### config.mk
export PLATFORM = sky130hd
export DESIGN_NAME = legv8Core
export DESIGN_NICKNAME = d
export VERILOG_FILES = /design/src/source/legv8Pkg.sv /design/src/source/instructionDecoder.sv /design/src/source/registerFile.sv /design/src/source/executeUnit.sv /design/src/source/memoryWriteback.sv /design/src/source/pcUnit.sv /design/src/source/legv8Core.sv
export SDC_FILE = /design/constraint.sdc
export NUM_CORES = 2
export LEC_CHECK = 0
export ABC_AREA = 0
export BUFFER_PORTS_ARGS = -buffer_cell sky130_fd_sc_hd__buf_2
export CELL_PAD_IN_SITES_DETAIL_PLACEMENT = 1
export CELL_PAD_IN_SITES_GLOBAL_PLACEMENT = 2
export CORE_MARGIN = 2
export CORE_UTILIZATION = 39
export DETAILED_ROUTE_END_ITERATION = 10
export PLACE_DENSITY = 0.8
export SLEW_MARGIN = 0
export SYNTH_ARGS = -nofsm -noshare
export SYNTH_HDL_FRONTEND = slang
export SYNTH_SLANG_ARGS = --single-unit
### constraint.sdc
create_clock -name clock -period 8.6 [get_ports clock]
set_input_delay 0.86 -clock clock [delete_from_list [all_inputs] [get_ports clock]]
set_output_delay 0.86 -clock clock [all_outputs]
set_load 0.05 [all_outputs]
### src/source/legv8Pkg.sv
`default_nettype none

package legv8Pkg;

	localparam int XLEN = 32; // Data and address width
	localparam int REG_ADDR_W = 5;
	localparam int REG_COUNT = 32;
	localparam logic [REG_ADDR_W-1:0] ZERO_REG = 5'd31; // X31 is hardwired to zero
	localparam int DMEM_WORDS = 16;
	localparam int DMEM_INDEX_W = 4; // Word index into data memory
	localparam logic [XLEN-1:0] PC_STEP = 32'd4; // Bytes per instruction

	// R-type and D-type opcodes, bits 31 to 21
	localparam logic [10:0] OP_ADD = 11'b100_0101_1000;
	localparam logic [10:0] OP_SUB = 11'b110_0101_1000;
	localparam logic [10:0] OP_AND = 11'b100_0101_0000;
	localparam logic [10:0] OP_ORR = 11'b101_0101_0000;
	localparam logic [10:0] OP_EOR = 11'b110_0101_0000;
	localparam logic [10:0] OP_LDUR = 11'b111_1100_0010;
	localparam logic [10:0] OP_STUR = 11'b111_1100_0000;

	// I-type opcodes, bits 31 to 22
	localparam logic [9:0] OP_ADDI = 10'b10_0100_0100;
	localparam logic [9:0] OP_SUBI = 10'b11_0100_0100;
	localparam logic [9:0] OP_ANDI = 10'b10_0100_1000;
	localparam logic [9:0] OP_ORRI = 10'b10_1100_1000;
	localparam logic [9:0] OP_EORI = 10'b11_0100_1000;

	// CB-type, bits 31 to 24
	localparam logic [7:0] OP_CBZ = 8'b1011_0100;
	localparam logic [7:0] OP_CBNZ = 8'b1011_0101;

	localparam logic [5:0] OP_B = 6'b00_0101; // Bits 31 to 26

	typedef enum logic [2:0] {
		ALU_ADD, // Also address generation for LDUR and STUR
		ALU_SUB,
		ALU_AND,
		ALU_ORR,
		ALU_EOR,
		ALU_PASSB // Second operand straight through
	} aluOpT;

	typedef struct packed {
		logic regWrite;
		logic memRead;
		logic memWrite;
		logic memToReg; // Write back the loaded word
		logic aluSrc; // Immediate as second operand
		logic condZero; // CBZ
		logic condNonZero; // CBNZ
		logic uncond; // B
		aluOpT aluOp;
	} ctrlT;

	typedef struct packed {
		ctrlT ctrl;
		logic [XLEN-1:0] pc;
		logic [REG_ADDR_W-1:0] rd;
		logic [XLEN-1:0] immediate; // Already sign-extended
		logic valid; // Opcode recognized
	} decodedT;

	// Execute result handed to memory and write-back
	typedef struct packed {
		decodedT dec;
		logic [XLEN-1:0] aluResult;
		logic [XLEN-1:0] storeData;
	} execT;

	// One record per retired instruction
	typedef struct packed {
		logic valid;
		logic [XLEN-1:0] pc;
		logic regWrite;
		logic [REG_ADDR_W-1:0] rd;
		logic [XLEN-1:0] regData;
		logic memWrite;
		logic [DMEM_INDEX_W-1:0] memIndex;
		logic [XLEN-1:0] storeData;
	} commitT;

endpackage

`default_nettype wire

### src/source/instructionDecoder.sv
`timescale 1ns/1ps
`default_nettype none

module instructionDecoder import legv8Pkg::*; (
	input logic [XLEN-1:0] instr,
	input logic [XLEN-1:0] pc,
	output decodedT dec,
	output logic [REG_ADDR_W-1:0] readAddr1, // Rn
	output logic [REG_ADDR_W-1:0] readAddr2 // Rm or Rt
);

	logic [10:0] op11;
	logic [9:0] op10;
	logic [7:0] op8;
	logic [5:0] op6;
	logic [REG_ADDR_W-1:0] rd;
	logic reg2Loc; // Port 2 reads Rt instead of Rm
	logic matched;
	ctrlT ctrl;
	logic [XLEN-1:0] immediate;

	// Opcode fields of each width
	assign op11 = instr[31:21];
	assign op10 = instr[31:22];
	assign op8 = instr[31:24];
	assign op6 = instr[31:26];
	assign rd = instr[4:0]; // Rd, also Rt for STUR and CB

	// Longest opcode field checked first
	always_comb begin
		ctrl = '0;
		immediate = '0;
		reg2Loc = 1'b0;
		matched = 1'b1;
		if (op11 inside {OP_ADD, OP_SUB, OP_AND, OP_ORR, OP_EOR}) begin // R-type
			ctrl.regWrite = 1'b1;
			case (op11)
				OP_SUB: ctrl.aluOp = ALU_SUB;
				OP_AND: ctrl.aluOp = ALU_AND;
				OP_ORR: ctrl.aluOp = ALU_ORR;
				OP_EOR: ctrl.aluOp = ALU_EOR;
				default: ctrl.aluOp = ALU_ADD;
			endcase
		end else if (op11 == OP_LDUR) begin
			ctrl.regWrite = 1'b1;
			ctrl.memRead = 1'b1;
			ctrl.memToReg = 1'b1;
			ctrl.aluSrc = 1'b1;
			ctrl.aluOp = ALU_ADD; // Base plus offset
			immediate = {{(XLEN-9){instr[20]}}, instr[20:12]};
		end else if (op11 == OP_STUR) begin
			ctrl.memWrite = 1'b1;
			ctrl.aluSrc = 1'b1;
			ctrl.aluOp = ALU_ADD;
			reg2Loc = 1'b1; // Store data comes from Rt
			immediate = {{(XLEN-9){instr[20]}}, instr[20:12]};
		end else if (op10 inside {OP_ADDI, OP_SUBI, OP_ANDI, OP_ORRI, OP_EORI}) begin
			ctrl.regWrite = 1'b1;
			ctrl.aluSrc = 1'b1;
			case (op10)
				OP_SUBI: ctrl.aluOp = ALU_SUB;
				OP_ANDI: ctrl.aluOp = ALU_AND;
				OP_ORRI: ctrl.aluOp = ALU_ORR;
				OP_EORI: ctrl.aluOp = ALU_EOR;
				default: ctrl.aluOp = ALU_ADD;
			endcase
			immediate = {{(XLEN-12){instr[21]}}, instr[21:10]}; // 12-bit immediate
		end else if (op8 == OP_CBZ || op8 == OP_CBNZ) begin
			// Rt tested on port 2
			ctrl.condZero = (op8 == OP_CBZ);
			ctrl.condNonZero = (op8 == OP_CBNZ);
			ctrl.aluOp = ALU_PASSB;
			reg2Loc = 1'b1;
			immediate = {{(XLEN-19){instr[23]}}, instr[23:5]}; // Word offset
		end else if (op6 == OP_B) begin
			ctrl.uncond = 1'b1;
			immediate = {{(XLEN-26){instr[25]}}, instr[25:0]};
		end else begin
			matched = 1'b0; // Unknown word, no writes
		end
	end

	always_comb begin
		dec.ctrl = ctrl;
		dec.ctrl.regWrite = ctrl.regWrite && (rd != ZERO_REG); // Writes to X31 dropped
		dec.pc = pc;
		dec.rd = rd;
		dec.immediate = immediate;
		dec.valid = matched;
	end

	assign readAddr1 = instr[9:5];
	assign readAddr2 = reg2Loc ? instr[4:0] : instr[20:16];

endmodule

`default_nettype wire

### src/source/registerFile.sv
`timescale 1ns/1ps
`default_nettype none

module registerFile import legv8Pkg::*; (
	input logic clock,
	input logic rst,
	input logic [REG_ADDR_W-1:0] readAddr1,
	input logic [REG_ADDR_W-1:0] readAddr2,
	output logic [XLEN-1:0] readData1,
	output logic [XLEN-1:0] readData2,
	input commitT commit // Write port
);

	logic [XLEN-1:0] regs [REG_COUNT];

	// Write-back from the commit record
	always_ff @(posedge clock) begin
		if (rst) begin
			for (int i = 0; i < REG_COUNT; i++) begin
				regs[i] <= '0;
			end
		end else if (commit.regWrite) begin
			regs[commit.rd] <= commit.regData;
		end
	end

	// Combinational reads
	always_comb begin
		readData1 = regs[readAddr1];
		readData2 = regs[readAddr2];
		if (readAddr1 == ZERO_REG) begin
			readData1 = '0; // X31 always zero
		end
		if (readAddr2 == ZERO_REG) begin
			readData2 = '0;
		end
	end

endmodule

`default_nettype wire

### src/source/executeUnit.sv
`timescale 1ns/1ps
`default_nettype none

module executeUnit import legv8Pkg::*; (
	input decodedT dec,
	input logic [XLEN-1:0] readData1,
	input logic [XLEN-1:0] readData2,
	output execT exec,
	output logic branchTaken,
	output logic [XLEN-1:0] branchOffset // Byte offset from the current pc
);

	logic [XLEN-1:0] operandB;
	logic [XLEN-1:0] aluResult;
	logic regIsZero; // CB test on Rt

	assign operandB = dec.ctrl.aluSrc ? dec.immediate : readData2;

	always_comb begin
		case (dec.ctrl.aluOp)
			ALU_SUB: aluResult = readData1 - operandB;
			ALU_AND: aluResult = readData1 & operandB;
			ALU_ORR: aluResult = readData1 | operandB;
			ALU_EOR: aluResult = readData1 ^ operandB;
			ALU_PASSB: aluResult = operandB;
			default: aluResult = readData1 + operandB; // ADD and addresses
		endcase
	end

	assign regIsZero = (readData2 == '0);

	// Branch decision
	always_comb begin
		branchTaken = dec.ctrl.uncond
			|| (dec.ctrl.condZero && regIsZero)
			|| (dec.ctrl.condNonZero && !regIsZero);
		branchTaken = branchTaken && dec.valid;
	end

	assign branchOffset = {dec.immediate[XLEN-3:0], 2'b00}; // Words to bytes

	always_comb begin
		exec.dec = dec;
		exec.aluResult = aluResult;
		exec.storeData = readData2; // Rt for STUR
	end

endmodule

`default_nettype wire

### src/source/memoryWriteback.sv
`timescale 1ns/1ps
`default_nettype none

module memoryWriteback import legv8Pkg::*; (
	input logic clock,
	input logic rst,
	input execT exec,
	output commitT commit
);

	logic [XLEN-1:0] dmem [DMEM_WORDS];
	logic [DMEM_INDEX_W-1:0] memIndex;
	logic [XLEN-1:0] loadWord;

	assign memIndex = exec.aluResult[DMEM_INDEX_W+1:2]; // Wraps past 16 words
	assign loadWord = exec.dec.ctrl.memRead ? dmem[memIndex] : '0;

	// Store lands at the edge that ends the cycle
	always_ff @(posedge clock) begin
		if (rst) begin
			for (int i = 0; i < DMEM_WORDS; i++) begin
				dmem[i] <= '0;
			end
		end else if (commit.memWrite) begin
			dmem[memIndex] <= exec.storeData;
		end
	end

	always_comb begin
		commit.valid = !rst;
		commit.pc = exec.dec.pc;
		commit.regWrite = exec.dec.ctrl.regWrite && !rst;
		commit.rd = exec.dec.rd;
		commit.regData = exec.dec.ctrl.memToReg ? loadWord : exec.aluResult;
		commit.memWrite = exec.dec.ctrl.memWrite && !rst;
		commit.memIndex = memIndex;
		commit.storeData = exec.storeData;
	end

endmodule

`default_nettype wire

### src/source/pcUnit.sv
`timescale 1ns/1ps
`default_nettype none

module pcUnit import legv8Pkg::*; (
	input logic clock,
	input logic rst,
	input logic branchTaken,
	input logic [XLEN-1:0] branchOffset,
	output logic [XLEN-1:0] pc
);

	logic [XLEN-1:0] seqPc; // Fall-through address
	logic [XLEN-1:0] targetPc;
	logic [XLEN-1:0] nextPc;

	assign seqPc = pc + PC_STEP;
	assign targetPc = pc + branchOffset; // Relative to the branch itself
	assign nextPc = branchTaken ? targetPc : seqPc;

	always_ff @(posedge clock) begin
		if (rst) begin
			pc <= '0;
		end else begin
			pc <= nextPc;
		end
	end

endmodule

`default_nettype wire

### src/source/legv8Core.sv
`timescale 1ns/1ps
`default_nettype none

module legv8Core import legv8Pkg::*; (
	input logic clock,
	input logic rst,
	input logic [XLEN-1:0] imemData, // Word at imemAddr
	output logic [XLEN-1:0] imemAddr,
	output commitT commit
);

	logic [XLEN-1:0] pc;
	decodedT dec;
	logic [REG_ADDR_W-1:0] readAddr1;
	logic [REG_ADDR_W-1:0] readAddr2;
	logic [XLEN-1:0] readData1;
	logic [XLEN-1:0] readData2;
	execT exec;
	logic branchTaken;
	logic [XLEN-1:0] branchOffset;

	assign imemAddr = pc; // Fetch straight from the PC

	pcUnit u_pcUnit (
		.clock(clock),
		.rst(rst),
		.branchTaken(branchTaken),
		.branchOffset(branchOffset),
		.pc(pc)
	);

	instructionDecoder u_instructionDecoder (
		.instr(imemData),
		.pc(pc),
		.dec(dec),
		.readAddr1(readAddr1),
		.readAddr2(readAddr2)
	);

	// Written back from commit at the next edge
	registerFile u_registerFile (
		.clock(clock),
		.rst(rst),
		.readAddr1(readAddr1),
		.readAddr2(readAddr2),
		.readData1(readData1),
		.readData2(readData2),
		.commit(commit)
	);

	executeUnit u_executeUnit (
		.dec(dec),
		.readData1(readData1),
		.readData2(readData2),
		.exec(exec),
		.branchTaken(branchTaken),
		.branchOffset(branchOffset)
	);

	memoryWriteback u_memoryWriteback (
		.clock(clock),
		.rst(rst),
		.exec(exec),
		.commit(commit)
	);

endmodule

`default_nettype wire

**Yosys cells after proc, flatten, opt, wreduce, memory -nomap -nowiden**

Memories as Yosys holds them, arrays and structs flattened.
Index checks and enable logic that the tools add are counted.

- Bits in writable memories: 1536
- ROM bits: 0
- Memories kept: 2
- Input bits: 34
- Latch bits: 0
- Flip-flop bits (word level): 32
- Output and inout port bits: 140

Memory list:

| name | words | bits a word | read ports | clocked after Yosys merged registers in | wr ports | RTL line | RTL |
|---|---|---|---|---|---|---|---|
| u_registerFile.regs | 32 | 32 | 2 | 0 | 32 | registerFile.sv:14 | `logic [XLEN-1:0] regs [REG_COUNT];` |
| u_memoryWriteback.dmem | 16 | 32 | 1 | 0 | 16 | memoryWriteback.sv:11 | `logic [XLEN-1:0] dmem [DMEM_WORDS];` |

- Reductions and logical operators: 16
- $add $sub $neg: 4
- Equality and inequality tests: 23
- Div/mod/pow operators: 0
- Mux-type cells: 61
- Multiply operators: 0
- Shift-type cells: 0
- Bitwise gates (word level): 3
- $lt $le $gt $ge: 0

Operators with widths:

| cell | number |
|---|---|
| 32-bit two-way mux | 14 |
| 32-bit one-hot mux with 5 select lines | 1 |
| 11-bit equality test (second input constant) | 7 |
| 32-bit adder | 2 |
| 32-bit OR reduction | 2 |
| 10-bit equality test (second input constant) | 5 |
| 32-bit by 3-bit adder with 32-bit output (second input constant) | 1 |
| 32-bit bitwise AND | 1 |
| 32-bit zero test | 1 |
| 32-bit bitwise OR | 1 |
| 32-bit subtractor | 1 |
| 32-bit XOR | 1 |
| 1-bit two-way mux | 31 |
| 3-bit two-way mux | 8 |
| 3-bit one-hot mux with 4 select lines | 2 |
| 8-bit equality test (second input constant) | 2 |
| 5-bit equality test (second input constant) | 2 |
| 5-bit two-way mux | 2 |
| 5-bit nonzero test | 2 |
| 7-bit two-way mux | 1 |
| 3-bit by 2-bit equality test with 1-bit output (second input constant) | 2 |
| 3-bit equality test (second input constant) | 2 |
| 6-bit by 3-bit equality test with 1-bit output (second input constant) | 1 |
| 1-bit logical AND | 6 |
| 6 further kinds | 9 |

**Depth between registers and ports, before layout**

An unclocked memory read counts as a cell.

- Depth in word-level cells: 17
- Depth in mapped cells: 38

**By module**

Synthesis repeated with hierarchy kept, for this count alone.

- Cell total of the unflattened synthesis: 7127
- Area, all modules: 90684.5 µm²

Modules (own cells, without submodules):

| module | cells an instance | sequential area each (µm²) | instances | area each (µm²) |
|---|---|---|---|---|
| registerFile | 3781 | 30749.5 | 1 | 55535.8 |
| memoryWriteback | 1841 | 15374.7 | 1 | 24279.5 |
| executeUnit | 848 | 0.0 | 1 | 6033.3 |
| pcUnit | 424 | 640.6 | 1 | 3225.6 |
| instructionDecoder | 233 | 0.0 | 1 | 1610.3 |

**Least setup slack after synthesis**

No wires, ideal clock.

- Path type: input port to output port
- Start: in imemData[31]
- End: out commit[67] (netlist name)
- Path slack: -0.900 ns
- Data arrival time: 8.640 ns
- Cell stages on the path: 38
- Required time: 7.740 ns
- Cell sequence: buf_2 -> and3b_1 -> clkbuf_1 -> and3_4 -> buf_6 -> nor2_1 -> nand2_2 -> buf_2 -> buf_2 -> buf_2 -> a21oi_1 -> a222oi_1 -> o2bb2ai_1 -> o21ai_0 -> clkbuf_1 -> o21ai_0 -> inv_1 -> ha_1 -> (+2 left out) -> nor2_1 -> xnor2_1 -> ha_1 -> a2111oi_0 -> and2_1 -> a31oi_1 -> a211oi_1 -> a21oi_1 -> a211oi_1 -> a211oi_1 -> o22a_1 -> a41o_1 -> nand4_1 -> mux2i_1 -> a21oi_1 -> a221o_1 -> buf_2 -> inv_1

RTL lines:

| what | RTL line | RTL |
|---|---|---|
| from (decl) | legv8Core.sv:7 | `input logic [XLEN-1:0] imemData,` |
| to (decl) | legv8Core.sv:9 | `output commitT commit` |

==> impl.org <==
** Outcome
- The run finished, with violations left.
- Violated checks :: capacitance limit, slew limit, setup timing

** GRT
- Pin count of the biggest net entering global routing :: 67
- Wire length of the first global-routing pass :: 634,000 um
- Gr ovfl total :: 0
- Antenna violations before repair :: 21
- Via count of the first global-routing pass :: 82,700
- GRT Total Usage :: 37.5%

** Clock network
- Level count of the clock H-tree :: 4
- TritonCTS clock tree :: yes
- CTS Sinks :: 1,566
- Hold buffer count at cts :: 0
- Number of buffers inserted during clock tree synthesis :: 184
- Clock-pin slew of the registers on the worst-case setup and hold paths :: 60 ps
- The longest clock path from root to sink contains 3 buffers.
- Clock root buffer :: sky130_fd_sc_hd__clkbuf_16
- Clock latency of the later-clocked register in the worst-skew pair :: 930 ps

** Worst setup path
- Required time reported for the critical path endpoint :: 7740 ps
- The worst setup path is of the input port to output port kind.
- The worst setup path is captured at an output port.
- Counting both buffers and inverters, the worst setup path holds a total of 12.
- Data arrives at the worst endpoint at 7900 ps.
- Largest stage delay on the critical path :: 410 ps
- Maximum fanout along the worst path :: 14
- The largest individual stage delay along the critical path comes from the cell sky130_fd_sc_hd__a2111oi_4.
- On the critical path the largest part of the delay comes from compound AO/OA/AOI/OAI gates.
- Type of origin of the critical path :: input port

** Logic synthesis
- Mean area per synthesized cell :: 10.8 um2
- The top cell type by area accounts for 50.7% of the synthesized area.
- Synth warnings :: 0
- By area the synthesized netlist is led by sky130_fd_sc_hd__edfxtp_1 51%, sky130_fd_sc_hd__mux4_2 8.2%, sky130_fd_sc_hd__nor2_1 6.9%.
- Of all flip-flops after synthesis, the portion carrying an async set or reset was 0%.
- For this run, the leading register cell type out of synthesis is sky130_fd_sc_hd__edfxtp_1.
- Cell count after synthesis :: 8,419
- Number of synthesized register bits :: 1,566
- In this run the cell area of the synthesized design comes to 90,900 um2.
- Summing the sequential cell areas from Yosys gives 51.4% of the chip area.
- In this run, synthesis inferred 1,536 flip-flops with an integrated enable.
- After synthesis, the netlist uses 103 different library cells.
- Most area-hungry cell type in the Yosys netlist :: sky130_fd_sc_hd__edfxtp_1

** Detailed routing
- The first routing iteration left 13,700 violations.
- Routed wire length per instance :: 37.5 um
- In the routed design, unresolved DRC markers number 0.
- After detailed routing, the total wire length is 459,000 um.
- For this block, the via count after detailed routing is 84,000.
- In the routed layout, each cell is associated on average with a via count of 6.86.
- Drt first pass iters :: 8
- The count of nets left with antenna violations once routing finished came out at 0.

** Pwr
- In this run the power density over the cells is 248 nW/um2.
- VDD sags by at most 0.201 mV.
- Post-layout power :: 27.5 mW
- For this design the static power due to leakage is 43.6 nW.

** Layout
- Count of non-filler cells in the finished layout :: 12,200
- After the last flow step, the layout net total stands at 9,208.
- In the final layout, flip-flops and latches occupy 46,700 um2.
- The finished cells cover 111,000 um2.
- The post-route netlist has 25.8% of its cells at a drive strength greater than 1.
- Number of fill cells :: 24,700
- The area growth from synthesis to layout is 22.0%.
- Summing all multi-input logic gate instances after layout gives 41,500 um2.

** Timing
- At the pin with the least slew margin, the transition time is 1530 ps.
- Setup violations remaining at the end of the flow were counted as 3.
- Setup repair after global routing could not meet its margin everywhere.
- Number of pins with negative max-slew slack in the final report :: 22
- Setup total negative slack on the finished layout was measured at -308 ps.
- Static timing analysis puts the maximum clock frequency at 114 MHz.
- Once routing completed, OpenROAD measured the worst setup slack at -162 ps.
- Period utilization :: 102%
- The hold violation count in the final report came to 0.
- After layout, the minimum clock period comes to 8760 ps.
- Clock skew on the completed layout was measured at 85.6 ps.
- In this run the tightest slew margin relative to its limit is -2.10%.

** Place
- OpenSTA, run right after detailed placement, puts the worst setup slack at -1140 ps.
- Standard cell area after detailed placement :: 103,000 um2
- Number of buffers added on ports :: 169
- Cell count after placement :: 11,800
- Summed over all nets, the half-perimeter wirelength after detailed placement is 293,000 um.
- At the end of routability-driven placement, the weighted congestion stood at 0.983.

** Floorplanning
- The die covers 237,000 um2.
- The die is 487 um wide.
- Number of top-level design ports :: 174
- Floorplan die height :: 487 um
- Core area :: 232,000 um2
- Row generation in the floorplan step produced 177 rows.
- Effective utilization at floorplan :: 39.1%

** Run
- The tool flagged a number of max-cap violations equal to 2.

** Min path
- The min-delay analysis places its worst path in the category input port to flip-flop.
cell usage after synthesis, types with 125 or more instances:
cell	number
sky130_fd_sc_hd__buf_2	189
sky130_fd_sc_hd__mux4_2	333
sky130_fd_sc_hd__o21ai_0	291
sky130_fd_sc_hd__edfxtp_1	1536
sky130_fd_sc_hd__ha_1	125
sky130_fd_sc_hd__inv_1	139
sky130_fd_sc_hd__nand2_1	745
sky130_fd_sc_hd__a221o_1	142
sky130_fd_sc_hd__a21oi_1	221
sky130_fd_sc_hd__and3_1	264
sky130_fd_sc_hd__clkbuf_1	560
sky130_fd_sc_hd__a221oi_1	335
sky130_fd_sc_hd__mux2i_1	183
sky130_fd_sc_hd__nor2_1	1668
sky130_fd_sc_hd__nand3_1	311
power by group:
| group | internal [mW] | total (mW) | switching (mW) | leakage [nW] |
|---|---|---|---|---|
| sequential | 8.63 | 8.81 | 0.182 | 16.1 |
| clock | 4.21 | 7.73 | 3.52 | 2.82 |
| combinational | 3.71 | 11.0 | 7.29 | 24.7 |
| total | 16.5 | 27.5 | 11.0 | 43.6 |
through the flow:
step	hold slack, ps	util (%)
2_1_floorplan	806	-
6_report	491	47.7
4_1_cts	442	47.2
5_1_grt	477	47.7
3_3_place_gp	628	44.3
3_5_place_dp	639	44.3
placed cells by master, fill, tap and decap left out, types with 25 or more instances in the layout:
cell type / count
sky130_fd_sc_hd__mux4_2: 333
sky130_fd_sc_hd__clkbuf_16: 190
sky130_fd_sc_hd__mux2i_1: 177
sky130_fd_sc_hd__and2_1: 28
sky130_fd_sc_hd__edfxtp_1: 1536
sky130_fd_sc_hd__nand2_2: 84
sky130_fd_sc_hd__nand3_1: 310
sky130_fd_sc_hd__nand2b_1: 68
sky130_fd_sc_hd__xnor2_1: 51
sky130_fd_sc_hd__o21ai_0: 252
sky130_fd_sc_hd__inv_1: 132
sky130_fd_sc_hd__buf_4: 930
sky130_fd_sc_hd__clkinv_2: 35
sky130_fd_sc_hd__a22o_1: 120
sky130_fd_sc_hd__dfxtp_1: 30
sky130_fd_sc_hd__a221o_1: 141
sky130_fd_sc_hd__o21ai_1: 37
sky130_fd_sc_hd__buf_2: 142
sky130_fd_sc_hd__o21a_1: 78
sky130_fd_sc_hd__nor2_1: 1653
sky130_fd_sc_hd__o22a_1: 38
sky130_fd_sc_hd__a221oi_1: 316
sky130_fd_sc_hd__mux2_2: 87
sky130_fd_sc_hd__a31oi_1: 62
sky130_fd_sc_hd__conb_1: 36
sky130_fd_sc_hd__nand4_1: 25
sky130_fd_sc_hd__a21oi_2: 51
sky130_fd_sc_hd__a211oi_1: 37
sky130_fd_sc_hd__a21o_1: 28
sky130_fd_sc_hd__clkbuf_1: 36
sky130_fd_sc_hd__o22ai_1: 69
sky130_fd_sc_hd__nand2_1: 657
sky130_fd_sc_hd__and3_1: 261
sky130_fd_sc_hd__a22oi_1: 38
sky130_fd_sc_hd__buf_12: 185
sky130_fd_sc_hd__ha_1: 121
sky130_fd_sc_hd__clkinv_1: 46
sky130_fd_sc_hd__buf_6: 34
sky130_fd_sc_hd__a21oi_1: 197
path summary, 6_finish.rpt:
check | startpoint | cells after the start | endpoint | slack [ps]
worst max-delay path | imemData[30] | 36 | commit[67] | -160
worst min-delay path | rst | 2 | u_pcUnit.pc[17] | 490
worst max register to register | u_registerFile.regs[18][3] | 34 | u_pcUnit.pc[31] | 960
worst min register to register | u_pcUnit.pc[31] | 2 | u_pcUnit.pc[31] | 650
worst reg2reg max path, delay by kind of cell (launching register included):
kind | cells | cell delay (ps)
adder cells (fa/ha/maj) | 1 | 280
AND/OR/NAND/NOR | 8 | 1670
flip-flops | 1 | 450
XOR/XNOR | 1 | 170
AO/OA/AOI/OAI | 16 | 3510
multiplexers | 2 | 570
buffers and inverters | 6 | 900
layout make-up:
class	count	share of cell area, %
diodes	10	0.0226
clock buffers	220	4.27
clock inverters	114	0.984
inverters	147	0.512
multi-input cells	5829	37.5
flip-flops and latches	1566	42.1
well taps	3043	3.43
repair buffers	1319	11.2
timing repair:
action | CTS | global route
resized for setup | 114 | 187
setup endpoints to repair | 16 | 29
setup buffers | 36 | 34
cloned | 6 | 6
pin swaps | 57 | 57
metal layers:
metal | global-route usage, % | wire (um) | vias up
li1 | - | - | 32900
met1 | 48.8 | 167000 | 42800
met2 | 54.9 | 194000 | 6726
met3 | 9.78 | 60300 | 1620
met4 | 25.6 | 38100 | 16
met5 | 0 | 112 | -
registers in the layout, summed over array words and instances (netlist names):
signal and count:
u_memoryWriteback.dmem 512, u_registerFile.regs 1024, u_pcUnit.pc 30
cell families (layout without fill, tap and decap cells):
| family | Yosys count | after routing | synth area share [%] |
|---|---|---|---|
| xor+xnor | 74 | 74 | 0.713 |
| mux | 606 | 606 | 11.4 |
| fa+ha+maj | 127 | 127 | 1.76 |
| other cells | 1 | 46 | 0.00412 |
| simple gates | 3235 | 3236 | 15.4 |
| flops | 1566 | 1566 | 51.4 |
| compound gates | 1750 | 1750 | 14.4 |
| buf+inv | 1060 | 1800 | 4.95 |
No activity file was read; power rests on OpenSTA's default activity.
